`config.mk`:
```
export PLATFORM = sky130hd
export DESIGN_NAME = cart_addr_map
export DESIGN_NICKNAME = d
export VERILOG_FILES = /design/src/cart_pkg.sv /design/src/cart_addr_map.sv
export SDC_FILE = /design/constraint.sdc
export NUM_CORES = 1
export LEC_CHECK = 0
export BUFFER_PORTS_ARGS = -buffer_cell sky130_fd_sc_hd__clkbuf_2
export CAP_MARGIN = 20
export CORE_ASPECT_RATIO = 0.8
export CORE_MARGIN = 4
export CORE_UTILIZATION = 41
export CTS_BUF_LIST = sky130_fd_sc_hd__clkbuf_2 sky130_fd_sc_hd__clkbuf_4 sky130_fd_sc_hd__clkbuf_8
export DETAILED_ROUTE_END_ITERATION = 10
export GPL_TIMING_DRIVEN = 0
export HOLD_SLACK_MARGIN = 0.06
export PLACE_DENSITY = 0.95
export SYNTH_ARGS = -nofsm -noshare
export SYNTH_HDL_FRONTEND = slang
export SYNTH_SLANG_ARGS = --single-unit
```
`constraint.sdc`:
```
create_clock -name clk_sys -period 5.4 [get_ports clk_sys]
set_clock_uncertainty 0.1 [all_clocks]
set_input_delay 0.81 -clock clk_sys [delete_from_list [all_inputs] [get_ports clk_sys]]
set_output_delay 0.81 -clock clk_sys [all_outputs]
set_load 0.03 [all_outputs]
```
`src/cart_pkg.sv`:
```
// package with controller kind and register region enums, header offsets and field widths
package cart_pkg;

	// ------------------------------------------------------------------------
	// field widths
	// ------------------------------------------------------------------------

	localparam int ROM_BANK_W  = 9;   // up to 512 ROM banks of 16 KB (MBC5)
	localparam int RAM_BANK_W  = 4;   // up to 16 RAM banks of 8 KB
	localparam int DL_ADDR_W   = 25;  // byte address of the download stream
	localparam int ROM_WADDR_W = 22;  // 16-bit word address into external ROM

	// ------------------------------------------------------------------------
	// cartridge header
	// ------------------------------------------------------------------------

	// the stream carries 16-bit words at even byte offsets, so each constant
	// names the even word address and the wanted byte sits in one half of it
	localparam logic [DL_ADDR_W-1:0] HDR_CGB_ADDR  = 25'h142;  // colour flag in high byte (143h)
	localparam logic [DL_ADDR_W-1:0] HDR_TYPE_ADDR = 25'h146;  // cart type in high byte (147h)
	localparam logic [DL_ADDR_W-1:0] HDR_SIZE_ADDR = 25'h148;  // rom size low, ram size high

	// colour flag values that mark a colour game
	localparam logic [7:0] CGB_FLAG_COMPAT = 8'h80;
	localparam logic [7:0] CGB_FLAG_ONLY   = 8'hC0;

	// low nibble written to 0000-1FFF that opens the RAM
	localparam logic [3:0] RAM_ENABLE_KEY = 4'hA;

	// ------------------------------------------------------------------------
	// enums
	// ------------------------------------------------------------------------

	// memory bank controller fitted on the cartridge
	typedef enum logic [2:0] {
		MBC_NONE = 3'd0,  // 32 KB ROM, linear
		MBC_1    = 3'd1,
		MBC_2    = 3'd2,  // built-in 512 x 4 bit RAM
		MBC_3    = 3'd3,  // clock registers share A000-BFFF with RAM
		MBC_5    = 3'd5
	} mbc_kind_t;

	// register targeted by a CPU write into the ROM area, from cpu_addr[14:13]
	typedef enum logic [1:0] {
		REG_RAM_EN   = 2'd0,  // 0000-1FFF
		REG_ROM_BANK = 2'd1,  // 2000-3FFF
		REG_RAM_BANK = 2'd2,  // 4000-5FFF
		REG_MODE     = 2'd3   // 6000-7FFF
	} reg_region_t;

endpackage

```
`src/cart_addr_map.sv`:
```
// ROM word address, cart RAM address and write strobe, and RAM read masking
module cart_addr_map #(
	parameter int CRAM_BANK_BITS = 4
) (
	input  logic                             clk_sys,
	input  logic [15:0]                      cpu_addr,
	input  logic                             cpu_rd,
	input  logic                             cpu_wr,
	input  logic [7:0]                       cpu_wdata,
	input  cart_pkg::mbc_kind_t              mbc_kind,
	input  logic [cart_pkg::ROM_BANK_W-1:0]  rom_mask,
	input  logic [cart_pkg::RAM_BANK_W-1:0]  ram_mask,
	input  logic [cart_pkg::ROM_BANK_W-1:0]  rom_bank,
	input  logic [cart_pkg::RAM_BANK_W-1:0]  ram_bank,
	input  logic                             mbc1_mode,
	input  logic                             rtc_mode,
	input  logic                             ram_enabled,
	output logic [cart_pkg::ROM_WADDR_W-1:0] rom_waddr,
	output logic                             rom_byte_hi,
	output logic [CRAM_BANK_BITS+12:0]       cram_addr,
	output logic                             cram_we,
	output logic [7:0]                       cram_wdata,
	output logic [7:0]                       cpu_rdata,
	input  logic [7:0]                       cram_q
);
	import cart_pkg::*;

	typedef enum logic [1:0] {RD_RAM, RD_OFF, RD_NIBBLE, RD_CLOCK} rd_sel_t;

	logic [ROM_BANK_W-1:0]      rom_bank_eff;
	logic [RAM_BANK_W-1:0]      ram_bank_eff;
	logic                       is_cram;          // A000-BFFF
	logic [CRAM_BANK_BITS+12:0] cram_addr_live;
	logic [CRAM_BANK_BITS+12:0] cram_addr_hold;   // address of the last RAM read
	rd_sel_t                    rd_sel, rd_sel_q;

	// ------------------------------------------------------------------------
	// ROM side
	// ------------------------------------------------------------------------

	always_comb begin
		if (!cpu_addr[14])
			rom_bank_eff = '0;  // 0000-3FFF is always bank 0
		else begin
			case (mbc_kind)
				MBC_NONE: rom_bank_eff = 9'd1;  // 32 KB linear
				// mode 0 hands the two RAM bank bits to ROM bank bits 5-6
				MBC_1: rom_bank_eff = {2'b00, (mbc1_mode ? 2'b00 : ram_bank[1:0]),
					rom_bank[4:0]} & rom_mask;
				default: rom_bank_eff = rom_bank & rom_mask;  // mirror small ROMs
			endcase
		end
	end

	assign rom_waddr   = {rom_bank_eff, cpu_addr[13:1]};  // 8192 words per bank
	assign rom_byte_hi = cpu_addr[0];                     // odd byte is the high half

	// ------------------------------------------------------------------------
	// cart RAM side
	// ------------------------------------------------------------------------

	always_comb begin
		case (mbc_kind)
			MBC_1:        ram_bank_eff = mbc1_mode ? (ram_bank & ram_mask) : '0;
			MBC_3, MBC_5: ram_bank_eff = ram_bank & ram_mask;
			default:      ram_bank_eff = '0;  // single bank, or no banking at all
		endcase
	end

	assign is_cram        = (cpu_addr[15:13] == 3'b101);
	assign cram_addr_live = {ram_bank_eff[CRAM_BANK_BITS-1:0], cpu_addr[12:0]};

	// between accesses keep pointing at the last read so its data stays on cram_q
	assign cram_addr  = (is_cram && (cpu_rd || cpu_wr)) ? cram_addr_live : cram_addr_hold;
	assign cram_we    = cpu_wr && is_cram && ram_enabled && !rtc_mode;
	assign cram_wdata = cpu_wdata;

	// masking case is fixed by the controller state at the time of the read
	always_comb begin
		if (!ram_enabled)
			rd_sel = RD_OFF;
		else if (mbc_kind == MBC_2)
			rd_sel = RD_NIBBLE;
		else if (rtc_mode)
			rd_sel = RD_CLOCK;
		else
			rd_sel = RD_RAM;
	end

	always_ff @(posedge clk_sys) begin
		if (cpu_rd && is_cram) begin
			cram_addr_hold <= cram_addr_live;
			rd_sel_q       <= rd_sel;
		end
	end

	always_comb begin
		case (rd_sel_q)
			RD_OFF:    cpu_rdata = 8'hFF;                 // open bus
			RD_NIBBLE: cpu_rdata = {4'hF, cram_q[3:0]};   // 4-bit MBC2 cells
			RD_CLOCK:  cpu_rdata = 8'h00;                 // no clock registers here
			default:   cpu_rdata = cram_q;
		endcase
	end

endmodule

```
=== After elaboration in Yosys (flattened, before gate mapping) ===
Cells that the tools add are included.

* Register bits after elaboration: 19
* Word-level logic and storage cells: 31
* Input bits: 67
* Output and inout bits: 57

* Equal/unequal tests: 8
* Multiplexer cells: 9
* Reductions and logical operators: 9
* Bitwise operators: 3

{| class="wikitable"
|+ Operator list
! operator !! count
|-
| 8-bit case mux with 3 select lines || 1
|-
| 9-bit case mux with 2 select lines || 1
|-
| 17-bit 2-to-1 mux || 1
|-
| 7-bit by 9-bit AND with 9-bit output || 1
|-
| 9-bit AND || 1
|-
| 9-bit 2-to-1 mux || 1
|-
| 4-bit case mux with 2 select lines || 1
|-
| 3-bit by 2-bit == test with 1-bit output, second input constant || 2
|-
| 3-bit == test, second input constant || 2
|-
| 2-bit 2-to-1 mux || 3
|-
| 1-bit logical AND || 5
|-
| 4-bit AND || 1
|-
| 2-bit == test, second input constant || 2
|-
| 4-bit 2-to-1 mux || 1
|-
| 3-bit by 1-bit == test with 1-bit output, second input constant || 1
|-
| 3-bit logical NOT || 1
|-
| 2-bit by 1-bit == test with 1-bit output, second input constant || 1
|-
| 2-bit OR reduction || 1
|-
| 1-bit logical NOT || 1
|-
| 1-bit logical OR || 1
|}

=== Logic depth before layout (Yosys ltp) ===
* Depth after elaboration: 4
* Mapped depth: 5

=== Worst setup path after synthesis ===
Ideal clock, no wire load.

* Kind: input to output
* Start: in cpu_addr[14]
* End: out cram_addr[13]
* Cell stages on the path: 5
* Data arrival time: 2.239 ns
* Path buffers: 2
* Path slack: 2.251 ns
* Required time: 4.490 ns
* Cell sequence: nand3b_4 > or2_1 > buf_6 > buf_12 > o31ai_1

* Cells in the longest elaborated chain, start to end: 3

{| class="wikitable"
|+ Ends and longest elaborated chain
! element !! RTL line !! RTL
|-
| start, declared || cart_addr_map.sv:6 || <nowiki>input logic [15:0] cpu_addr,</nowiki>
|-
| 3-bit == test || cart_addr_map.sv:70 || <nowiki>assign is_cram = (cpu_addr[15:13] == 3'b101);</nowiki>
|-
| 1-bit logical AND || cart_addr_map.sv:74 || <nowiki>assign cram_addr = (is_cram && (cpu_rd || cpu_wr)) ? cram_addr_live : cram_addr_hold;</nowiki>
|-
| 17-bit 2-to-1 mux || cart_addr_map.sv:74 ||
|-
| end, declared || cart_addr_map.sv:20 || <nowiki>output logic [CRAM_BANK_BITS+12:0] cram_addr,</nowiki>
|}

No other way between the ends.

=== Worst setup path after layout ===
* Start: in cpu_addr[14]
* End: out cram_addr[8]

Same word-level chain as after synthesis.

==> impl_metrics.toml <==
[die]
core_area_um2 = 3063
die_y_um = 58.51
start_util = 0.4269
ios = 124
num_rows = 18
die_area_um2 = 4162
die_x_um = 71.14

[global_routing]
grt_max_degree = 20
grt_pass1_vias = 1174
grt_first_pass_wirelength_mm = 4.836
antenna_found_initial = 0
grt_use_total = 0.1453
grt-ovfl-total = 0

[routing]
drt_iter0_markers = 28
wl_per_cell_um = 11.10
ant_nets = 0
routed_via_density = 4.458
dr.pass1.iters = 4
totalWireLength_mm = 3.196
vias = 1284
drc = 0

[worst_setup_path]
startpoint_type = "input pin"
cpPeakStageDelay_ps = 290
cp_common_cell = "clkbuf_2"
path_delay_family = "buffers and inverters"
required_ps = 4490
crit_buf_inv = 4
crit_arrival_ps = 2150
crit_fanout = 10
critical_path_class = "input pin to output port"
slowest_stage = "mux2_4"
crit_path_end_kind = "output port"
path_cells = "clkbuf_2 -> nand3b_4 -> or2_1 -> buf_6 -> buf_12 -> mux2_4 -> clkbuf_2"

[synth]
yosys.area_share.simple = 0.1656
ys_seq_area_frac = 0.4364
syn_inst = 129
synth_xor_area_frac = 0
syn_area_um2 = 1308
yosys_warnings = 0
syn_area_per_cell_um2 = 10.14
synth_top_family_by_area = "buffers and inverters"
syn_nets = 197
synthDistinctLibCells = 24
synthMuxAreaShare = 0.1292
synth-adder-area-share = 0.009569
synth-seq-cells = 19
synth_compound_area_frac = 0.08612

[place]
dp.cells = 284
port-buffer-count = 115
gp_congestion = 0.7376
hpwl_mm = 2.827

[clock_tree]
clkTransAtPathRegs_ps = 70
post_cts.repair.setup_buffers = 0
cts_buffer_depth = 2
cts_buffers = 3
cts_resized = 0
h-tree-depth = 1
root_buffer = "clkbuf_8"
cts_sinks = 19
cts_tree = "done"
hold_buffers = 0

[power]
ir_drop_uv = 139.9
cellPowerDensity_nw_per_um2 = 199.7
power_leakage_nw = 1.070

[finish]
layout-drive-gt1-share = 0.6371
fin_cells = 288
fin_nets = 317
num_antenna_cells = 0
fill_cells = 270
area.growth.synth_to_final_pct = 51.58
fin_util = 0.6471

[sta]
finalSetupTns_ps = 0
worst_pin_slew_ps = 905.2
finalSetupViolCount = 0
drv_slew = 0
rsz0062_at_grt = "no"
max_freq_mhz = 326.4
period_share = 0.5674
fin_crit_ps = 3064
slew_headroom = 0.3959
hold_viol_final = 0

[worst_hold_path]
hp-class = "input pin to flop"

[run]
maxCapViolCount = 0

[outcome]
outcome = "finished, final reports clean"
## area by class of cell
type | instances | area, µm² | share of cell area
sequential | 19 | 570.5 | 0.2879
clock buffer | 3 | 41.29 | 0.02083
multi-input combinational | 78 | 513.0 | 0.2588
tap | 40 | 50.05 | 0.02525
inverter | 8 | 30.03 | 0.01515
buffer | 24 | 196.4 | 0.09912
timing repair buffer | 115 | 575.6 | 0.2904
clock inverter | 1 | 5.005 | 0.002525
## path summary, 6_finish.rpt
| path | start | endpoint | slack, ps | cells past startpoint |
|---|---|---|---|---|
| setup / recovery | cpu_addr[14] | cram_addr[8] | 2340 | 7 |
| hold / removal | cpu_addr[2] | cram_addr_hold[2] | 660 | 1 |
## placed cells by master, fill, tap and decap left out, drive strengths merged
cell / synthesis / routed
buf: 24 / 24
nand3b: 1 / 1
nor2b: 2 / 2
or3: 1 / 1
clkinv: 0 / 1
clkbuf: 0 / 118
nor4b: 1 / 1
nand2: 21 / 21
or2: 1 / 1
nor2: 8 / 8
o31ai: 4 / 4
nor3b: 1 / 1
nor3: 2 / 2
inv: 8 / 8
mux2: 13 / 13
nand3: 1 / 1
ha: 1 / 1
edfxtp: 19 / 19
and3: 4 / 4
nand2b: 1 / 1
o21ai: 12 / 12
o21a: 1 / 1
a21oi: 3 / 3
## flip-flops by register name, summed over array words and instances (netlist names)
signal / cells
cram_addr_hold: 17
rd_sel_q: 2
## logic make-up (layout without fill, tap and decap cells)
| kind of cell | after synthesis | count (layout) |
|---|---|---|
| AOI/OAI and AO/OA | 20 | 20 |
| adders and majority gates | 1 | 1 |
| buffers and inverters | 32 | 151 |
| DFF | 19 | 19 |
| muxes | 13 | 13 |
| and+or+nand+nor | 44 | 44 |
## routing by layer
| metal | wire length, µm | vias up | GRT usage |
|---|---|---|---|
| li1 | - | 666 | - |
| met1 | 1180 | 556 | 0.1572 |
| met2 | 1687 | 58 | 0.2801 |
| met3 | 294 | 4 | 0.03925 |
| met4 | 34 | 0 | 0.04021 |
| met5 | 0 | - | 0 |
## report_power, final
group          total, mW  switching [mW]  internal, mW
clock network     0.0951          0.0439        0.0512
registers          0.168         0.00119         0.167
logic              0.132          0.0793        0.0531
## per-stage QoR
stage	total power [mW]	setup WS [ps]	hold slack, ps	instance area (µm²)
2_1_floorplan	0.2558	2251	808.9	1308
3_3_place_gp	0.3023	2346	915.4	1933
3_5_place_dp	0.3052	2329	922.4	1936
4_1_cts	0.4005	2328	653.5	1982
5_1_grt	0.4151	2270	651.1	1982
6_report	0.3958	2336	658.6	1982
## synthesized netlist by cell type
| cell | instances | share of area |
|---|---|---|
| buf_4 | 22 | 0.13 |
| nand2_1 | 21 | 0.060 |
| edfxtp_1 | 19 | 0.44 |
| o21ai_0 | 12 | 0.046 |
| inv_1 | 8 | 0.023 |
| nor2_1 | 8 | 0.023 |
| mux2_2 | 7 | 0.060 |
| mux2_4 | 6 | 0.069 |
| and3_1 | 4 | 0.019 |
| o31ai_1 | 4 | 0.023 |
| a21oi_1 | 3 | 0.011 |
| nor2b_1 | 2 | 0.0096 |
| nor3_1 | 2 | 0.0077 |
| buf_12 | 1 | 0.015 |
| buf_6 | 1 | 0.0086 |
| ha_1 | 1 | 0.0096 |
| nand2b_1 | 1 | 0.0048 |
| nand3_1 | 1 | 0.0038 |
| nand3b_4 | 1 | 0.015 |
| nor3b_1 | 1 | 0.0057 |
| nor4b_1 | 1 | 0.0067 |
| o21a_1 | 1 | 0.0057 |
| or2_1 | 1 | 0.0048 |
| or3_1 | 1 | 0.0048 |
Power figures use the tool's default switching activity.
