File: src/cart_pkg.sv
// package with controller kind and register region enums, header offsets and field widths
package cart_pkg;

	// ------------------------------------------------------------------------
	// field widths
	// ------------------------------------------------------------------------

	localparam int ROM_BANK_W  = 9;   // up to 512 ROM banks of 16 KB (MBC5)
	localparam int RAM_BANK_W  = 4;   // up to 16 RAM banks of 8 KB
	localparam int DL_ADDR_W   = 25;  // byte address of the download stream
	localparam int ROM_WADDR_W = 22;  // 16-bit word address into external ROM

	// ------------------------------------------------------------------------
	// cartridge header
	// ------------------------------------------------------------------------

	// the stream carries 16-bit words at even byte offsets, so each constant
	// names the even word address and the wanted byte sits in one half of it
	localparam logic [DL_ADDR_W-1:0] HDR_CGB_ADDR  = 25'h142;  // colour flag in high byte (143h)
	localparam logic [DL_ADDR_W-1:0] HDR_TYPE_ADDR = 25'h146;  // cart type in high byte (147h)
	localparam logic [DL_ADDR_W-1:0] HDR_SIZE_ADDR = 25'h148;  // rom size low, ram size high

	// colour flag values that mark a colour game
	localparam logic [7:0] CGB_FLAG_COMPAT = 8'h80;
	localparam logic [7:0] CGB_FLAG_ONLY   = 8'hC0;

	// low nibble written to 0000-1FFF that opens the RAM
	localparam logic [3:0] RAM_ENABLE_KEY = 4'hA;

	// ------------------------------------------------------------------------
	// enums
	// ------------------------------------------------------------------------

	// memory bank controller fitted on the cartridge
	typedef enum logic [2:0] {
		MBC_NONE = 3'd0,  // 32 KB ROM, linear
		MBC_1    = 3'd1,
		MBC_2    = 3'd2,  // built-in 512 x 4 bit RAM
		MBC_3    = 3'd3,  // clock registers share A000-BFFF with RAM
		MBC_5    = 3'd5
	} mbc_kind_t;

	// register targeted by a CPU write into the ROM area, from cpu_addr[14:13]
	typedef enum logic [1:0] {
		REG_RAM_EN   = 2'd0,  // 0000-1FFF
		REG_ROM_BANK = 2'd1,  // 2000-3FFF
		REG_RAM_BANK = 2'd2,  // 4000-5FFF
		REG_MODE     = 2'd3   // 6000-7FFF
	} reg_region_t;

endpackage

File: src/cart_header.sv
// header byte capture from the download stream with controller kind and mask decode
module cart_header (
	input  logic                           clk_sys,
	input  logic                           reset,
	input  logic                           dl_active,
	input  logic                           dl_wr,
	input  logic [cart_pkg::DL_ADDR_W-1:0] dl_addr,
	input  logic [15:0]                    dl_data,
	output cart_pkg::mbc_kind_t            mbc_kind,
	output logic [cart_pkg::ROM_BANK_W-1:0] rom_mask,
	output logic [cart_pkg::RAM_BANK_W-1:0] ram_mask,
	output logic                           ram_present,
	output logic                           cgb_game
);
	import cart_pkg::*;

	logic [7:0] cart_type;  // 147h
	logic [7:0] rom_size;   // 148h
	logic [7:0] ram_size;   // 149h
	logic [7:0] cgb_flag;   // 143h

	// ------------------------------------------------------------------------
	// capture
	// ------------------------------------------------------------------------

	always_ff @(posedge clk_sys) begin
		if (reset) begin
			cart_type <= '0;
			rom_size  <= '0;
			ram_size  <= '0;
			cgb_flag  <= '0;
		end else if (dl_active && dl_wr) begin
			// odd header bytes come in the high half of the word
			if (dl_addr == HDR_CGB_ADDR)
				cgb_flag <= dl_data[15:8];
			if (dl_addr == HDR_TYPE_ADDR)
				cart_type <= dl_data[15:8];
			if (dl_addr == HDR_SIZE_ADDR) begin
				rom_size <= dl_data[7:0];   // even byte
				ram_size <= dl_data[15:8];  // odd byte
			end
		end
	end

	// ------------------------------------------------------------------------
	// decode
	// ------------------------------------------------------------------------

	always_comb begin
		case (cart_type) inside
			[8'h01:8'h03]: mbc_kind = MBC_1;  // plain, +RAM, +RAM+battery
			[8'h05:8'h06]: mbc_kind = MBC_2;
			[8'h0F:8'h13]: mbc_kind = MBC_3;  // with and without clock
			[8'h19:8'h1E]: mbc_kind = MBC_5;  // incl. rumble variants
			default:       mbc_kind = MBC_NONE;
		endcase
	end

	// size code n means 2^(n+1) banks, so n+1 low ones
	always_comb begin
		if (rom_size <= 8'd8)
			rom_mask = 9'h1FF >> (4'd8 - rom_size[3:0]);
		else
			rom_mask = 9'h07F;  // odd 52h-54h sizes get a 128 bank window
	end

	always_comb begin
		case (ram_size)
			8'd0, 8'd1, 8'd2: ram_mask = 4'h0;  // none, 2 KB or 8 KB in one bank
			8'd3:             ram_mask = 4'h3;  // 32 KB in four banks
			default:          ram_mask = 4'hF;  // 128 KB and up
		endcase
	end

	// MBC2 carries its own RAM whatever the size byte says
	assign ram_present = (ram_size != 8'd0) || (mbc_kind == MBC_2);
	assign cgb_game    = (cgb_flag == CGB_FLAG_COMPAT) || (cgb_flag == CGB_FLAG_ONLY);

endmodule

File: config.mk
export PLATFORM = sky130hd
export DESIGN_NAME = cart_header
export DESIGN_NICKNAME = d
export VERILOG_FILES = /design/src/cart_pkg.sv /design/src/cart_header.sv
export SDC_FILE = /design/constraint.sdc
export NUM_CORES = 1
export LEC_CHECK = 0
export BUFFER_PORTS_ARGS = -buffer_cell sky130_fd_sc_hd__buf_2
export CAP_MARGIN = 5
export CORE_ASPECT_RATIO = 0.8
export CORE_UTILIZATION = 40
export CTS_BUF_LIST = sky130_fd_sc_hd__clkbuf_4
export CTS_CLUSTER_SIZE = 24
export DETAILED_ROUTE_END_ITERATION = 7
export PLACE_DENSITY = 0.68
export SLEW_MARGIN = 5
export SYNTH_ARGS = -nofsm -noshare
export SYNTH_HDL_FRONTEND = slang
export SYNTH_SLANG_ARGS = --single-unit
File: constraint.sdc
create_clock -name clk_sys -period 4.7 [get_ports clk_sys]
set_clock_uncertainty 0.1 [all_clocks]
set_input_delay 0.47 -clock clk_sys [delete_from_list [all_inputs] [get_ports clk_sys]]
set_output_delay 0.47 -clock clk_sys [all_outputs]
set_load 0.02 [all_outputs]
[Yosys cells after proc, flatten, opt, wreduce, memory -nomap -nowiden]
Cells that the tools add are included.
Word-level totals
  bits in registers: 32
  bits of input ports: 45
Cells by class
  mux-type cells: 6
  reductions and logical operators: 13
  equal/unequal tests: 9
  shift-type cells: 1
  magnitude comparators: 9
  add/subtract/negate cells: 1
Operators with widths (number)
  25-bit by 9-bit == test with 1-bit output (second input constant): 3
  8-bit by 2-bit == test with 1-bit output (second input constant): 2
  8-bit == test (second input constant): 2
  8-bit by 5-bit <= comparator with 1-bit output (second input constant): 2
  3-bit 2-to-1 mux: 4
  9-bit 2-to-1 mux: 1
  9-bit by 4-bit right shift with 9-bit output (first input constant): 1
  8-bit by 1-bit == test with 1-bit output (second input constant): 1
  8-bit by 1-bit greater-or-equal comparator with 1-bit output (second input constant): 1
  8-bit by 3-bit greater-or-equal comparator with 1-bit output (second input constant): 1
  8-bit by 4-bit greater-or-equal comparator with 1-bit output (second input constant): 1
  8-bit by 5-bit greater-or-equal comparator with 1-bit output (second input constant): 1
  8-bit by 2-bit <= comparator with 1-bit output (second input constant): 1
  8-bit by 3-bit <= comparator with 1-bit output (second input constant): 1
  8-bit by 4-bit <= comparator with 1-bit output (second input constant): 1
  8-bit logical NOT: 1
  4-bit case mux with 2 select lines: 1
  8-bit nonzero test: 1
  2-bit AND reduction: 3
  1-bit logical AND: 5
  4-bit subtractor (first input constant): 1
  3-bit by 2-bit == test with 1-bit output (second input constant): 1
  3-bit OR reduction: 1
  1-bit logical OR: 2

[Depth between registers and ports, before layout]
Gate-level depths: netlist (run 1).
  depth after elaboration: 8
  mapped depth: 6
  depth with buffers taken out: 6

[Worst setup path before layout (run 1)]
No wires, ideal clock.
  path type: reg-to-output
  start point: register rom_size[4]
  end point: output rom_mask[0] (netlist name)
  slack: 2.451 ns
  arrival: 1.679 ns
  cell stages (with the launch flop): 5
  cells stage by stage: dfxtp_1 or4_1 a21oi_1 nand2_1 or2_2
Between the ends
  longest elaborated chain between the ends: 2
Ends and longest elaborated chain
  start, declared: line cart_header.sv:18  | logic [7:0] rom_size;
  start signal, assigned: line cart_header.sv:39  | rom_size <= dl_data[7:0];
  8-bit by 4-bit <= comparator with 1-bit output: line cart_header.sv:61  | if (rom_size <= 8'd8)
  9-bit 2-to-1 mux: line cart_header.sv:61
  end, declared: line cart_header.sv:10  | output logic [cart_pkg::ROM_BANK_W-1:0] rom_mask,
No other way between the ends.

[Worst setup path after layout (run 1)]
Ends and elaborated chain as after synthesis.

==> out/metrics.yaml, run 1 <==
peakVddDrop_v: 0.000147
globalRouteTotalUtil_pct: 16.7
path_cells: "or4_1 > a21oi_1 > nand2_1 > or2_2 > buf_2"
syn_inst: 211
grt.overflow.total: 0
synth_top_cell_by_area: "dfxtp_1"
syn_area_per_cell_um2: 8.60
finalPower_mw: 0.439
power_density_mw_per_mm2: 202
required_ns: 4.13
synth.most_common_cell: "o21ai_0"
placed_cells: 315
min_path_type: "in2reg"
design.core.area_mm2: 0.00426
grt_pass1_vias: 1429
antenna_found_initial: 0
use_met2_pct: 24.9
die_y_um: 62.3
maxCapViolCount: 0
synth_top_area_share_pct: 34.2
die-width_um: 77.3
synth_nets: 260
critPathMaxStageDelay_ns: 0.54
leakage_nw: 0.974
crit_type: "reg2out"
grt_util_met3_pct: 5.00
h-tree-depth: 2
via_count: 1534
first_pass_iters: 4
period_share_pct: 56.6
clockRootBuffer: "clkbuf_4"
critPathSlowestCell: "or4_1"
cts-resized-gates: 0
area_delta_synth_final_pct: 19.6
final_max_slew_viol_count: 0
grt_max_degree: 48
n_antenna_cell: 0
hold_violations: 0
routed_wl_mm: 3.71
async_flop_share_pct: 0
max-slew-margin-rel_pct: 48.9
cts_tree: "done"
status: "finished, final reports clean"
clock_sinks: 31
clk_latency_ns: 0.32
period_needed_ns: 2.66
setup_violations: 0
synth_edf_count: 0
drive_gt1_share_pct: 28.7
met1_usage_pct: 23.2
place.gp.congestion: 0.765
cts_buffers: 5
via_per_inst: 4.76
fmax_mhz: 376
place_hpwl_mm: 2.71
routedWlPerCell_um: 11.5
final_cells: 322
yosys_most_used_dff: "dfxtp_1"
startpoint_type: "flop"
arrival_ns: 2.09
worstMarginPinSlew_ns: 0.767
core.rowCount: 21
clk_pin_slew_worst_paths_ns: 0.09
busiest_layer: "met2"
clock_path_buffers: 2
grt_pass1_wl_mm: 6.42
ys_seq_area_share_pct: 34.2
route.detailed.drc: 0
synthTopCellsByCount: "o21ai_0 (35), nand2b_1 (33), dfxtp_1 (31), mux2i_1 (15), nor2b_1 (15)"
boundaryPins: 63
n_fill_cell: 421
ys_warn_count: 0
syn_area_mm2: 0.00182
ys_seq_elements: 31
hold_buffers: 0
tns_ns: 0
dieArea_mm2: 0.00481
cts_setup_buffers: 0
synth_area_leaders: "dfxtp_1 (34%), nand2b_1 (11%), o21ai_0 (9.6%)"
nNetsFinal: 314
drtIter0Drc: 94
synth_cell_types: 34
start_util_pct: 42.7
io_buffers: 62
timing.hold.ws_ns: 0.295
rsz0062_at_grt: "false"
cp-end-kind: "output port"
crit_fanout: 8
ant_nets: 0
==> layout by cell type (no fill, tap or decap), types with 2 or more instances in the layout <==
master / n
buf_2: 62
nor3b_1: 3
o21ai_1: 3
nand2_1: 7
nor4_1: 2
nand2b_1: 33
nor4_4: 4
nor3_1: 4
a21oi_1: 3
ha_1: 4
xnor2_1: 3
mux2i_1: 15
nor2b_1: 15
or4_1: 3
o21ai_0: 35
nor2_1: 7
dfxtp_1: 31
nand3_1: 2
clkbuf_4: 5
inv_1: 6
nor4b_1: 3
and3_1: 2
==> kinds of logic (layout without fill, tap and decap cells) <==
kind of cell             count (synthesis)  in the layout  synth area share, %
AO/OA/AOI/OAI                           44             44                 12.5
XOR/XNOR                                 4              4                 1.93
adder cells (fa/ha/maj)                  5              5                 3.31
buffers and inverters                   21             75                 5.17
flip-flops                              31             31                 34.2
multiplexers                            15             15                 8.27
AND/OR/NAND/NOR                         91             91                 34.6
==> sequential cells by signal, indices dropped and copies added (netlist names) <==
signal	flops
cart_type	8
rom_size	8
ram_size	8
cgb_flag	7
==> critical path: cells and delay by family, from the launching register on <==
family	cells	cell delay, ns
AOI/OAI and AO/OA	1	0.36
buffers and inverters	1	0.16
DFF	1	0.31
and+or+nand+nor	3	0.93
==> worst paths after layout <==
path                            slack (ns)  cells past startpoint                        to                startpoint
worst min-delay path                  0.29                      3  rom_size[6]$_SDFFE_PP0P_                dl_data[6]
worst max register to register        3.80                      3  rom_size[3]$_SDFFE_PP0P_  rom_size[3]$_SDFFE_PP0P_
worst min register to register        0.38                      2  cgb_flag[7]$_SDFFE_PP0P_  cgb_flag[7]$_SDFFE_PP0P_
worst max-delay path                  2.04                      5               rom_mask[0]  rom_size[4]$_SDFFE_PP0P_
==> metrics by stage <==
stage,worst slack (ns),util (%),area [um^2]
after global routing,1.78,51.0,2170
after detailed placement,2.23,49.9,2130
after CTS,2.00,51.0,2170
after floorplan,2.45,-,1820
after global placement,2.26,49.9,2130
final,2.04,51.0,2170
==> power breakdown <==
group / switching [mW] / total [mW] / internal (mW)
sequential: 0.00000000198 / 0.262 / 0.262
combinational: 0.0191 / 0.0400 / 0.0209
clock: 0.0838 / 0.137 / 0.0528
total: 0.103 / 0.439 / 0.336
==> area by class of cell <==
class                      instances  area [um^2]  share of cell area [%]
tap                               57         71.3                    3.28
multi-input combinational        159         1100                    50.7
timing repair buffer              62          310                    14.3
clock buffer                       5         37.5                    1.73
inverter                           6         22.5                    1.04
sequential                        31          621                    28.6
clock inverter                     2         8.76                   0.403
==> routing by layer <==
| metal | vias to the layer above | wire, um |
|---|---|---|
| li1 | 832 | - |
| met1 | 667 | 1910 |
| met2 | 30 | 1600 |
| met3 | 5 | 163 |
| met4 | 0 | 34 |
| met5 | - | 0 |
Note: power is estimated with default switching activity, not from simulation.
==> run 2: changes to the inputs <==
PLACE_DENSITY = 0.71   (was 0.68)
clock period = 2.2 ns   (was 4.7 ns; I/O delays follow)
==> run 2 against run 1 <==
Highest routed layer unchanged. Die area stayed put. Setup slack worse by 1.9 ns. Utilization is 3.2 points higher. Final area is 6.2% higher. Largest cell class unchanged. Critical path depth stayed put. Clock-buffer cell count stayed put. Critical path type unchanged. Cell count is 1.9% higher. Combinational power is 120% higher. Register-to-register slack worse by 2.6 ns.
==> out/metrics.yaml, run 2 (synthesis results as in run 1) <==
comb_power_share_pct: 8.0
crit_type: "reg2out"
clockRootBuffer: "clkbuf_4"
start_util_pct: 42.7
clock_path_buffers: 2
boundaryPins: 63
globalRouteTotalUtil_pct: 18.1
design.core.area_mm2: 0.00426
swShare_pct: 22.0
grt_pass1_vias: 1554
nNetsFinal: 319
grt_max_degree: 48
mostFrequentLayoutCells: "buf_2 (59), o21ai_0 (33), nand2b_1 (33)"
placed_cell_area_mm2: 0.00216
peakVddDrop_v: 0.000317
setup_violations: 0
period_share_pct: 95.8
area_delta_synth_final_pct: 27.1
grt.overflow.total: 0
h-tree-depth: 2
n_fill_cell: 422
n_antenna_cell: 0
via_count: 1614
via_per_inst: 4.92
crit_fanout: 2
drtIter0Drc: 93
utilization_pct: 54.2
routed_wl_mm: 4.07
place_hpwl_mm: 2.98
maxCapViolCount: 0
first_pass_iters: 4
hold_buffers: 0
leakage_nw: 1.02
cts_buffers: 5
p_sw_mw: 0.237
grt_pass1_wl_mm: 7.04
period_needed_ns: 2.11
die-width_um: 77.3
clk_pin_slew_worst_paths_ns: 0.10
reg_top3: "cart_type: 8 flops, ram_size: 8 flops, rom_size: 8 flops"
finalPower_mw: 1.08
core.rowCount: 21
worstMarginPinSlew_ns: 0.735
drive_gt1_share_pct: 34.3
clk_latency_ns: 0.32
routedWlPerCell_um: 12.4
min_path_type: "in2reg"
place.gp.congestion: 0.770
route.detailed.drc: 0
ant_nets: 0
clock_sinks: 31
final_common_cell: "buf_2"
hold_violations: 0
die_y_um: 62.3
cts_tree: "done"
dieArea_mm2: 0.00481
io_buffers: 62
clkPwrFrac_pct: 39.9
startpoint_type: "flop"
required_ns: 1.88
seqPwrFrac_pct: 52.1
power.internal_mw: 0.839
cp-end-kind: "output port"
arrival_ns: 1.79
antenna_found_initial: 0
fmax_mhz: 475
power_density_mw_per_mm2: 466
status: "finished, final reports clean"
final_max_slew_viol_count: 0
postLayoutCellArea_mm2: 0.00231
max-slew-margin-rel_pct: 51.0
[run 2: path summary, 6_finish.rpt]
check                           start                       end  slack [ns]  depth (start not counted)
max reg2reg  rom_size[3]$_SDFFE_PP0P_  rom_size[3]$_SDFFE_PP0P_        1.25                          3
min reg2reg  cgb_flag[2]$_SDFFE_PP0P_  cgb_flag[2]$_SDFFE_PP0P_        0.38                          2
max          rom_size[6]$_SDFFE_PP0P_               rom_mask[0]        0.09                          5
min                        dl_data[4]  rom_size[4]$_SDFFE_PP0P_        0.03                          3
[run 2: timing repair]
| item | in CTS | in global routing |
|---|---|---|
| buffers inserted | 0 | 1 |
| setup endpoints to repair | 2 | 7 |
| resized for setup | 4 | 18 |
| pin swaps | 0 | 4 |
[run 2: per-layer routing]
| metal | track usage, % | part of all wire, % | vias to the layer above |
|---|---|---|---|
| met4 | 4.72 | 0.29 | 0 |
| met1 | 25.2 | 49 | 732 |
| li1 | - | - | 845 |
| met2 | 27.5 | 46 | 34 |
| met3 | 4.71 | 4.4 | 3 |
| met5 | 0 | 0 | - |
[run 2: worst max-delay path, cell delays in order (launching register included)]
cell and delay, ns:
dfxtp_2 0.33, or4_4 0.54, a21oi_4 0.14, nand2_1 0.08, or2_4 0.24, buf_6 0.13
[run 2: final cells by class]
class                   count  area [um^2]  area share [%]
flip-flops and latches     31          626            27.1
well taps                  57         71.3            3.09
inverters                   6         22.5           0.976
clock buffers               5         37.5            1.63
repair buffers             67          367            15.9
clock inverters             3         38.8            1.68
multi-input cells         159         1140            49.6
[run 2: per-stage QoR]
stage | hold WS [ns] | TNS, ns | worst slack [ns] | instances
2_1_floorplan | 0.266 | 0 | 0.201 | 211
3_3_place_gp | 0.358 | 0 | 0.300 | 319
3_5_place_dp | 0.362 | 0 | 0.226 | 319
4_1_cts | 0.0327 | 0 | 0.0214 | 327
5_1_grt | 0.0225 | -0.0983 | -0.0413 | 328
6_report | 0.0308 | 0 | 0.0929 | 328
[run 2: power groups by stage]
stage	logic (mW)	clock network [mW]	registers (mW)
6_report	0.0861	0.429	0.561
5_1_grt	0.0942	0.473	0.561
4_1_cts	0.0864	0.437	0.561
3_5_place_dp	0.0861	0	0.574
3_3_place_gp	0.0851	0	0.574
2_1_floorplan	0.0340	0	0.574
