<file path="config.mk">
export PLATFORM = sky130hd
export DESIGN_NAME = mbc_regs
export DESIGN_NICKNAME = d
export VERILOG_FILES = /design/src/cart_pkg.sv /design/src/mbc_regs.sv
export SDC_FILE = /design/constraint.sdc
export NUM_CORES = 1
export LEC_CHECK = 0
export BUFFER_PORTS_ARGS = -buffer_cell sky130_fd_sc_hd__buf_4
export CELL_PAD_IN_SITES_DETAIL_PLACEMENT = 1
export CELL_PAD_IN_SITES_GLOBAL_PLACEMENT = 2
export CORE_ASPECT_RATIO = 1.1
export CORE_MARGIN = 4
export CORE_UTILIZATION = 22
export CTS_CLUSTER_DIAMETER = 100
export DETAILED_ROUTE_END_ITERATION = 6
export PLACE_DENSITY = 0.86
export SETUP_SLACK_MARGIN = 0.2
export SYNTH_ARGS = -nofsm -noshare
export SYNTH_HDL_FRONTEND = slang
export SYNTH_SLANG_ARGS = --single-unit
</file>
<file path="constraint.sdc">
create_clock -name clk_sys -period 1.8 [get_ports clk_sys]
set_input_delay 0.54 -clock clk_sys [delete_from_list [all_inputs] [get_ports clk_sys]]
set_output_delay 0.54 -clock clk_sys [all_outputs]
set_load 0.005 [all_outputs]
</file>
<file path="src/cart_pkg.sv">
// package with controller kind and register region enums, header offsets and field widths
package cart_pkg;

	// ------------------------------------------------------------------------
	// field widths
	// ------------------------------------------------------------------------

	localparam int ROM_BANK_W  = 9;   // up to 512 ROM banks of 16 KB (MBC5)
	localparam int RAM_BANK_W  = 4;   // up to 16 RAM banks of 8 KB
	localparam int DL_ADDR_W   = 25;  // byte address of the download stream
	localparam int ROM_WADDR_W = 22;  // 16-bit word address into external ROM

	// ------------------------------------------------------------------------
	// cartridge header
	// ------------------------------------------------------------------------

	// the stream carries 16-bit words at even byte offsets, so each constant
	// names the even word address and the wanted byte sits in one half of it
	localparam logic [DL_ADDR_W-1:0] HDR_CGB_ADDR  = 25'h142;  // colour flag in high byte (143h)
	localparam logic [DL_ADDR_W-1:0] HDR_TYPE_ADDR = 25'h146;  // cart type in high byte (147h)
	localparam logic [DL_ADDR_W-1:0] HDR_SIZE_ADDR = 25'h148;  // rom size low, ram size high

	// colour flag values that mark a colour game
	localparam logic [7:0] CGB_FLAG_COMPAT = 8'h80;
	localparam logic [7:0] CGB_FLAG_ONLY   = 8'hC0;

	// low nibble written to 0000-1FFF that opens the RAM
	localparam logic [3:0] RAM_ENABLE_KEY = 4'hA;

	// ------------------------------------------------------------------------
	// enums
	// ------------------------------------------------------------------------

	// memory bank controller fitted on the cartridge
	typedef enum logic [2:0] {
		MBC_NONE = 3'd0,  // 32 KB ROM, linear
		MBC_1    = 3'd1,
		MBC_2    = 3'd2,  // built-in 512 x 4 bit RAM
		MBC_3    = 3'd3,  // clock registers share A000-BFFF with RAM
		MBC_5    = 3'd5
	} mbc_kind_t;

	// register targeted by a CPU write into the ROM area, from cpu_addr[14:13]
	typedef enum logic [1:0] {
		REG_RAM_EN   = 2'd0,  // 0000-1FFF
		REG_ROM_BANK = 2'd1,  // 2000-3FFF
		REG_RAM_BANK = 2'd2,  // 4000-5FFF
		REG_MODE     = 2'd3   // 6000-7FFF
	} reg_region_t;

endpackage

</file>
<file path="src/mbc_regs.sv">
// controller registers written by the CPU in 0000-7FFF with per-controller update rules
module mbc_regs (
	input  logic                            clk_sys,
	input  logic                            reset,
	input  logic                            dl_active,
	input  logic [15:0]                     cpu_addr,
	input  logic                            cpu_wr,
	input  logic [7:0]                      cpu_wdata,
	input  cart_pkg::mbc_kind_t             mbc_kind,
	output logic [cart_pkg::ROM_BANK_W-1:0] rom_bank,
	output logic [cart_pkg::RAM_BANK_W-1:0] ram_bank,
	output logic                            mbc1_mode,
	output logic                            rtc_mode,
	output logic                            ram_enabled
);
	import cart_pkg::*;

	reg_region_t region;     // which register the write hits
	logic        reg_wr;     // write into the ROM area with a controller fitted
	logic [6:0]  wr_bank;    // MBC1-3 bank value, zero already mapped to 1

	// ------------------------------------------------------------------------
	// write decode
	// ------------------------------------------------------------------------

	always_comb begin
		case (cpu_addr[14:13])
			2'd0:    region = REG_RAM_EN;
			2'd1:    region = REG_ROM_BANK;
			2'd2:    region = REG_RAM_BANK;
			default: region = REG_MODE;
		endcase
	end

	// no controller means nothing in 0000-7FFF listens
	assign reg_wr = cpu_wr && !cpu_addr[15] && (mbc_kind != MBC_NONE);

	// bank register width differs per controller
	always_comb begin
		case (mbc_kind)
			MBC_1:   wr_bank = {2'b00, cpu_wdata[4:0]};  // 5 bits
			MBC_2:   wr_bank = {3'b000, cpu_wdata[3:0]}; // 4 bits
			default: wr_bank = cpu_wdata[6:0];            // MBC3 uses 7 bits
		endcase
		if (wr_bank == 7'd0)
			wr_bank = 7'd1;  // bank 0 is never mapped at 4000h
	end

	// ------------------------------------------------------------------------
	// registers
	// ------------------------------------------------------------------------

	always_ff @(posedge clk_sys) begin
		if (reset || dl_active) begin
			// a new cartridge image starts from power-on values
			rom_bank    <= {{(ROM_BANK_W-1){1'b0}}, 1'b1};
			ram_bank    <= '0;
			mbc1_mode   <= 1'b0;
			rtc_mode    <= 1'b0;
			ram_enabled <= 1'b0;
		end else if (reg_wr) begin
			case (region)
				REG_RAM_EN: begin
					ram_enabled <= (cpu_wdata[3:0] == RAM_ENABLE_KEY);
				end
				REG_ROM_BANK: begin
					if (mbc_kind == MBC_5) begin
						// MBC5 splits the 9-bit bank, and 0 is a legal bank
						if (cpu_addr[12])
							rom_bank[8] <= cpu_wdata[0];   // 3000-3FFF
						else
							rom_bank[7:0] <= cpu_wdata;    // 2000-2FFF
					end else begin
						rom_bank <= {{(ROM_BANK_W-7){1'b0}}, wr_bank};
					end
				end
				REG_RAM_BANK: begin
					case (mbc_kind)
						MBC_3: begin
							// bit 3 picks a clock register instead of RAM
							if (cpu_wdata[3]) begin
								rtc_mode <= 1'b1;
							end else begin
								rtc_mode <= 1'b0;
								ram_bank <= {2'b00, cpu_wdata[1:0]};
							end
						end
						MBC_5:   ram_bank <= cpu_wdata[3:0];       // 16 banks
						default: ram_bank <= {2'b00, cpu_wdata[1:0]};
					endcase
				end
				REG_MODE: begin
					if (mbc_kind == MBC_1)
						mbc1_mode <= cpu_wdata[0];  // 0 = ROM banking, 1 = RAM banking
				end
				default: ;
			endcase
		end
	end

endmodule

</file>
# Word level (Yosys, flattened, before mapping)
# Cells that the tools add are included.
[op_classes]
n_bitwise = 0
div_mod_pow = 0
order_cmp = 0
n_reduce_logical = 14
mul = 0
shifts = 0
eq_ne = 13
n_addsub = 0
n_mux = 9
[op_table]
columns = ["cell", "n"]
rows = [
  ["AND reduction 3 bit", 5],
  ["one-hot mux 7 bit (2 select lines)", 1],
  ["2-to-1 mux 9 bit", 1],
  ["2-to-1 mux 8 bit", 1],
  ["one-hot mux 4 bit (2 select lines)", 1],
  ["zero test 7 bit", 1],
  ["2-to-1 mux 7 bit", 1],
  ["== test 2 bit (second input constant)", 3],
  ["== test 3 x 2 -> 1 bit (second input constant)", 2],
  ["inequality test 2 bit (second input constant)", 3],
  ["one-hot mux 2 bit (3 select lines)", 1],
  ["== test 2 x 1 -> 1 bit (second input constant)", 2],
  ["== test 4 bit (second input constant)", 1],
  ["zero test 2 bit", 2],
  ["2-to-1 mux 4 bit", 1],
  ["== test 3 x 1 -> 1 bit (second input constant)", 1],
  ["== test 3 bit (second input constant)", 1],
  ["nonzero test 3 bit", 1],
  ["logical AND 1 bit", 2],
  ["2-to-1 mux 1 bit", 2],
  ["AND reduction 2 bit", 1],
  ["zero test 1 bit", 1],
  ["logical OR 1 bit", 1],
]
[totals]
latchBits = 0
inputBits = 31
rom_bits = 0
wordCells = 42
output_inout_bits = 16
mem_bits_rw = 0
regBits = 16
mem_count = 0

# Depth between registers and ports, before layout
# Gate-level depths: netlist (run 1).
[logic_depth]
depth_word = 5
mapped_depth = 5
ltp_nobuf = 4

# Worst setup path before layout (run 1)
# OpenSTA, ideal clock, no wires.
[synth_path]
path_kind = "input to register"
start = "input port mbc_kind[1]"
end = "register rom_bank[4] (netlist name)"
stages = 5
required_time_ns = 1.735
path_buffers = 1
path_slack_ns = 0.181
t_arrival_ns = 1.555
setup_ns = 0.065
path_cell_list = "or3_4 > o211ai_2 > buf_6 > mux2_2 > nor2_1"
[synth_between]
elab_chain_cells = 5
elab_cells_between_ends = 11
classes_between = "4 x eq/ne; 3 x mux; 4 x reduce/logical"
[synth_lines]
columns = ["item", "line", "source"]
rows = [
  ["from (decl)", "mbc_regs.sv:9", "input cart_pkg::mbc_kind_t mbc_kind,"],
  ["== test 3 x 2 -> 1 bit / == test 3 x 1 -> 1 bit (equally long branches)", "mbc_regs.sv:40", "case (mbc_kind)"],
  ["one-hot mux 7 bit (2 select lines)", "mbc_regs.sv:40", ""],
  ["zero test 7 bit", "mbc_regs.sv:45", "if (wr_bank == 7'd0)"],
  ["2-to-1 mux 7 bit", "mbc_regs.sv:45", ""],
  ["2-to-1 mux 9 bit", "mbc_regs.sv:67", "if (mbc_kind == MBC_5) begin"],
  ["to (signal assigned)", "mbc_regs.sv:56", "rom_bank <= {{(ROM_BANK_W-1){1'b0}}, 1'b1};"],
  ["to (signal assigned)", "mbc_regs.sv:74", "rom_bank <= {{(ROM_BANK_W-7){1'b0}}, wr_bank};"],
  ["to (decl)", "mbc_regs.sv:10", "output logic [cart_pkg::ROM_BANK_W-1:0] rom_bank,"],
]
# Parallel ways exist; a longest one is shown, timed or not.
# A chain may end at the register's enable or synchronous reset.

# Final worst setup path (run 1)
[layout_path]
start = "input port cpu_addr[15]"
end = "register rom_bank[5] (netlist name)"
[layout_between]
elab_chain_cells = 4
[layout_lines]
columns = ["item", "line", "source"]
rows = [
  ["from (decl)", "mbc_regs.sv:6", "input logic [15:0] cpu_addr,"],
  ["zero test 1 bit", "mbc_regs.sv:36", "assign reg_wr = cpu_wr && !cpu_addr[15] && (mbc_kind != MBC_NONE);"],
  ["logical AND 1 bit (2 in a row)", "mbc_regs.sv:36", ""],
  ["AND reduction 3 bit (no source line)", "-", ""],
]
# No other way between the ends.

==> results of run 1 <==
==> area by class of cell <==
class,count,area share (%)
timing repair buffer,44,28.0
tap,48,5.10
clock buffer,4,3.08
inverter,3,0.955
multi-input combinational,66,35.7
sequential,16,27.2
==> report_power, final <==
group	total, mW	internal [mW]	switching, mW
Clock	0.242	0.123	0.119
Sequential	0.356	0.355	0.000826
Combinational	0.104	0.0553	0.0482
Total	0.702	0.534	0.168
==> synthesized netlist by cell type, drive strengths merged <==
library cell | count | area, um2
nor3 | 2 | 10.0
a21oi | 4 | 20.0
dfxtp | 16 | 320
o31ai | 1 | 7.51
mux2 | 1 | 11.3
or3b | 2 | 17.5
mux2i | 5 | 50.1
buf | 1 | 11.3
nand3 | 8 | 40.0
nor2 | 10 | 37.5
o21ai | 5 | 25.0
a22oi | 1 | 7.51
dlymetal6s2s | 1 | 12.5
xnor2 | 1 | 8.76
or3 | 1 | 11.3
nor4bb | 2 | 20.0
and3 | 1 | 6.26
or2 | 1 | 6.26
nand4 | 4 | 25.0
nand3b | 2 | 15.0
nor2b | 1 | 6.26
inv | 3 | 11.3
nand4b | 1 | 8.76
o211ai | 2 | 20.0
o2111ai | 1 | 8.76
and2 | 1 | 7.51
nor3b | 1 | 7.51
nand2 | 7 | 26.3
and4bb | 1 | 12.5
==> per-layer routing <==
layer  up-vias  GRT usage (%)  part of all wire [%]
met5         -              0                     0
met2        33           18.6                    48
met4         0           5.87                   2.8
li1        409              -                     -
met1       385           12.5                    42
met3         8           4.18                   7.2
==> layout by cell type, fill, tap and decap left out <==
cell	synthesis	final
nand3b_1	2	2
o31ai_1	1	1
nand3_1	8	8
and3_1	1	1
o211ai_1	1	1
nor3_1	2	2
o2111ai_1	1	1
xnor2_1	1	1
buf_4	0	44
and4bb_2	1	1
a21oi_1	4	4
clkbuf_8	0	1
nand2_1	7	7
nor3b_1	1	1
o211ai_2	1	1
nor4bb_1	2	2
clkbuf_4	0	3
or3b_2	1	1
o21ai_0	5	5
nor2_1	10	10
a22oi_1	1	1
inv_1	3	3
nand4b_1	1	1
and2_2	1	1
nand4_1	4	4
nor2b_1	1	1
mux2_4	0	1
or3b_1	1	1
or2_2	1	1
mux2i_1	5	5
dfxtp_1	16	16
or3_4	1	1
==> worst max-delay path, stage by stage <==
cell and delay, ns:
buf_4 0.12, and4bb_2 0.32, o211ai_2 0.12, or3b_2 0.46, a21oi_1 0.14
==> how the worst min path moves through the flow <==
stage | startpoint | endpoint | slack (ns) | depth (start not counted)
finish | rom_bank[5] | rom_bank[5] | 0.46 | 2
global route | rom_bank[6] | rom_bank[6] | 0.48 | 2
CTS | rom_bank[6] | rom_bank[6] | 0.46 | 2
detailed placement | rom_bank[6] | rom_bank[6] | 0.45 | 2
global placement | rom_bank[8] | rom_bank[8] | 0.44 | 2
floorplan | rom_bank[5] | rom_bank[5] | 0.45 | 2
==> cell families (layout without fill, tap and decap cells) <==
| group | Yosys count | after routing | synth area share, % |
|---|---|---|---|
| compound gates | 14 | 14 | 11.5 |
| xor+xnor | 1 | 1 | 1.13 |
| buf+inv | 5 | 51 | 4.54 |
| flops | 16 | 16 | 41.5 |
| mux | 6 | 6 | 7.94 |
| simple gates | 45 | 45 | 33.4 |
==> per-stage QoR <==
| step | hold slack, ns | utilization (%) | setup slack, ns | instance area [um2] |
|---|---|---|---|---|
| floorplan | 0.448 | - | 0.199 | 776 |
| global placement | 0.443 | 34.0 | 0.0407 | 1140 |
| detailed placement | 0.447 | 34.0 | 0.0144 | 1140 |
| CTS | 0.461 | 35.1 | 0.323 | 1180 |
| global route | 0.480 | 35.1 | 0.306 | 1180 |
| finish | 0.455 | 35.1 | 0.327 | 1180 |
==> registers in the layout, indices dropped and copies added, names as in the netlist <==
signal,cells
ram_bank,4
ram_enabled,1
rom_bank,9
mbc1_mode,1
rtc_mode,1
==> run metrics, run 1 <==
# IOs=47; DR vias/cell=4.61; Seq/Total Area, Yosys=41.5%; CTS tree=built; distinct cell type count of the synthesized netlist=31; Global Route Usage Sum=11.3%; CTS clock-pin slew for the worst setup and hold paths=0.10 ns; Reg area=320 um2; Pwr Density=596 nW/um2; Post-Route WL=2470 um; starting density of the core=23.0%; total power=0.702 mW; Filler cells=437; die width=64.5 um; CP Launch Point=cpu_addr[15]; root buf cell=clkbuf_4; Worst EP arrival=1.70 ns; HPWL Detailed=2030 um; critical path class=input port to register; H-Tree Depth=1; Post-Layout Cell Count=181; min-delay worst type=register to register; max_cap viols=0; Max FO, Critical Path=4; leak pwr=0.511 nW; first-pass GRT wire length=3990 um; clk buf depth=2; GRT overflow=0; cts repair resizes=0; CP endpoint=rom_bank[5]; Slew Limit Fails=0; area of the multi-input gates=420 um2; vias in the first global route=856; Syn Area/Cell=8.87 um2; Net Count, Synth=118; initial antenna violation count=0; Inst Count DP=177; setup violators final=0; ant diodes=0; via count=835; Cells after Synth=87; setup TNS=0 ns; die area=4520 um2; I/O Buffers=34; row cnt=22; post-route ant nets=0; DRT iter0 DRCs=11; DR WL/cell=13.7 um; Clock Latency Late Sink=0.29 ns; Max Clock Freq=679 MHz; Worst slew margin=78.1%; Core ar.=3360 um2; postcts setup bufs=0; unrepaired setup endpoints after global routing=no; #FFs+latches synth=16; Critical R2R Launch=rom_bank[4]; type of element launching the critical path=input port; CTS Buf Count=3; R2R Path End=rom_bank[4]; DRC viols=0; part of the cycle the worst path needs=81.9%; layout cells sized above 1=41.4%; Post-Syn Area=772 um2; CTS sink count=16; min Tclk post-route=1.47 ns; Worst Setup End Kind=register; Synth-to-Final Area Change=52.7%; post-route clock skew=0 ns; Die H=70.1 um; FF-to-FF path depth=3; WP data required=2.03 ns; layout net count=165; yosys warns=0; largest net degree at the start of global routing=13; final estimated routing congestion in global placement=0.700; R2R setup slack=1.04 ns; DR pass1 iterations=4; Worst-Margin Slew=0.325 ns; worst ir drop on vdd=0.255 mV; final hold vios=0; hold-fix buffers at CTS=0; status=finished, final reports clean
Power figures use the tool's default switching activity.
==> inputs of run 2 (changes only) <==
--- a/config.mk
+++ b/config.mk
@@ -5,15 +5,16 @@
 export SDC_FILE = /design/constraint.sdc
 export NUM_CORES = 1
 export LEC_CHECK = 0
+export ABC_AREA = 1
 export BUFFER_PORTS_ARGS = -buffer_cell sky130_fd_sc_hd__buf_4
 export CELL_PAD_IN_SITES_DETAIL_PLACEMENT = 1
 export CELL_PAD_IN_SITES_GLOBAL_PLACEMENT = 2
 export CORE_ASPECT_RATIO = 1.1
 export CORE_MARGIN = 4
-export CORE_UTILIZATION = 22
+export CORE_UTILIZATION = 21
 export CTS_CLUSTER_DIAMETER = 100
 export DETAILED_ROUTE_END_ITERATION = 6
-export PLACE_DENSITY = 0.86
+export PLACE_DENSITY = 0.87
 export SETUP_SLACK_MARGIN = 0.2
 export SYNTH_ARGS = -nofsm -noshare
 export SYNTH_HDL_FRONTEND = slang
==> constraint.sdc (replaced) <==
create_clock -name clk_sys -period 1.4 [get_ports clk_sys]
set_input_delay 0.42 -clock clk_sys [delete_from_list [all_inputs] [get_ports clk_sys]]
set_output_delay 0.42 -clock clk_sys [all_outputs]
set_load 0.005 [all_outputs]
==> run 2 against run 1 <==
Synthesized cell count grew 40%. Core utilization grew 0.26 points. Total power grew 50%. Via count grew 14%. Sequential power grew 29%.
==> run metrics, run 2 <==
status=finished, final reports clean; Post-Syn Area=821 um2; type of element launching the critical path=input port; layout cells sized above 1=37.6%; worst hold margin=0.430 ns; vias in the first global route=1,024; Global Route Usage Sum=11.8%; DRT iter0 DRCs=25; crit-path most repeated cell=nor2_4; Core ar.=3710 um2; worst ir drop on vdd=0.322 mV; max reg flops=9; # IOs=47; min-delay worst type=input port to register; die width=67.6 um; top_reg_cell synth=dfxtp_1; max_cap viols=0; Worst slew margin=77.5%; DRC viols=0; part of the cycle the worst path needs=81.9%; Worst Setup End Kind=register; CTS sink count=16; Worst-Margin Slew=0.335 ns; Slowest-stage cell, CP=o21ai_0; family with the most delay on the worst path=buffers and inverters; Pwr Density=803 nW/um2; post-route ant nets=0; CTS tree=built; via count=955; setup violators final=0; starting density of the core=22.1%; clk buf depth=2; die area=4970 um2; distinct cell type count of the synthesized netlist=18; GRT overflow=0; final estimated routing congestion in global placement=0.737; ant diodes=0; Worst EP arrival=1.30 ns; row cnt=23; post-route clock skew=0 ns; top-area cell type share of the netlist area=39.0%; Worst Path Buf+Inv=3; Area contributors post-synth=dfxtp_1 (39%), nand2_1 (11%), nor2_1 (11%), inv_1 (6.4%), nand4_1 (6.1%); Seq/Total Area, Yosys=39.0%; root buf cell=clkbuf_8; EDFF count, synth=0; HPWL Detailed=2160 um; Clock Latency Late Sink=0.25 ns; unrepaired setup endpoints after global routing=no; min Tclk post-route=1.15 ns; yosys warns=0; most common cell after layout, fill and taps aside=buf_4; Die H=73.6 um; Synth top cells by count=nand2_1 (23), nor2_1 (23), dfxtp_1 (16); Top reg by flops=rom_bank; Syn Area/Cell=6.73 um2; first-pass GRT wire length=4390 um; DR WL/cell=12.2 um; CTS clock-pin slew for the worst setup and hold paths=0.07 ns; layout net count=202; CTS Buf Count=3; crit path cell chain=buf_4, inv_2, nand3_2, nor2_4, nor2_4, buf_2, o21ai_0, nor2_1; largest area contributor in the netlist=dfxtp_1; WP data required=1.55 ns; Max Clock Freq=872 MHz; Top Registers=rom_bank: 9 flops, ram_bank: 4 flops; Post-Route WL=2690 um; H-Tree Depth=1; Net Count, Synth=153; initial antenna violation count=0; final hold vios=0; Max FO, Critical Path=5; Synth async-reset ratio=0%; Slew Limit Fails=0; Cells after Synth=122; total power=1.05 mW; Largest stage delay, worst path=0.18 ns; I/O Buffers=34; leak pwr=0.623 nW; DR vias/cell=4.34; Synth-to-Final Area Change=59.9%; hold-fix buffers at CTS=0; critical path class=input port to register; most frequent cells in the layout=buf_4 (43), nor2_1 (22), nand2_1 (21), dfxtp_1 (16), inv_1 (14); #FFs+latches synth=16; largest net degree at the start of global routing=13; DR pass1 iterations=2
-- run 2: changes by cell type after synthesis, sizes merged, moves of 3 or more --
| cell | delta |
|---|---|
| nand2 | +16 |
| a21oi | +6 |
| o21ai | +3 |
| nand4 | +4 |
| inv | +13 |
| mux2i | -5 |
| nor2 | +16 |
-- run 2: worst paths after layout --
check               startpoint          end  slack [ns]  cells past startpoint
hold / removal    cpu_wdata[1]  rom_bank[1]        0.43                      3
setup / recovery   mbc_kind[1]  rom_bank[4]        0.25                      8
setup reg to reg   rom_bank[4]  rom_bank[4]        0.71                      2
hold reg to reg    ram_bank[0]  ram_bank[0]        0.46                      2
-- run 2: cells by family after synthesis --
kind of cell	Yosys count	synth area share (%)
AOI/OAI and AO/OA	18	11.4
buffers and inverters	19	10.5
DFF	16	39.0
and+or+nand+nor	69	39.0
-- run 2: layout make-up --
| class | instances | area, um2 |
|---|---|---|
| fillers | 468 | 2400 |
| multi-input cells | 87 | 450 |
| repair buffers | 46 | 359 |
| flip-flops and latches | 16 | 320 |
| inverters | 17 | 65.1 |
| well taps | 50 | 62.6 |
| clock buffers | 4 | 55.1 |
-- run 2: timing repair --
item,in CTS,in global routing
pin swaps,0,2
endpoints found under the setup margin,1,7
resized for setup,1,5
hold endpoints to repair,0,0
cloned,0,1
setup buffers,0,2
-- run 2: per-layer routing --
metal	vias to the layer above	track usage, %	routed length, um
met5	-	0	0
met4	0	4.28	36
met3	4	3.52	182
met2	31	20.3	1350
met1	430	13.5	1120
li1	490	-	-
-- run 2: through the flow --
stage / setup TNS, ns / std cells / util [%] / worst slack, ns / instance area (um2)
finish: 0 / 220 / 35.4 / 0.253 / 1310
global route: 0 / 220 / 35.4 / 0.199 / 1310
CTS: 0 / 217 / 34.2 / 0.211 / 1270
detailed placement: -0.219 / 213 / 32.7 / -0.0594 / 1210
global placement: -0.00698 / 213 / 32.7 / -0.00384 / 1210
floorplan: 0 / 122 / - / 0.205 / 838
-- run 2: worst register-to-register path: cells and delay by family (launching register included) --
family | cells | cell delay, ns
flip-flops | 1 | 0.32
AO/OA/AOI/OAI | 1 | 0.20
AND/OR/NAND/NOR | 1 | 0.06
-- run 2: report_power, final --
group | switching [mW] | internal [mW]
registers | 0.00176 | 0.459
clock network | 0.175 | 0.250
logic | 0.0875 | 0.0811
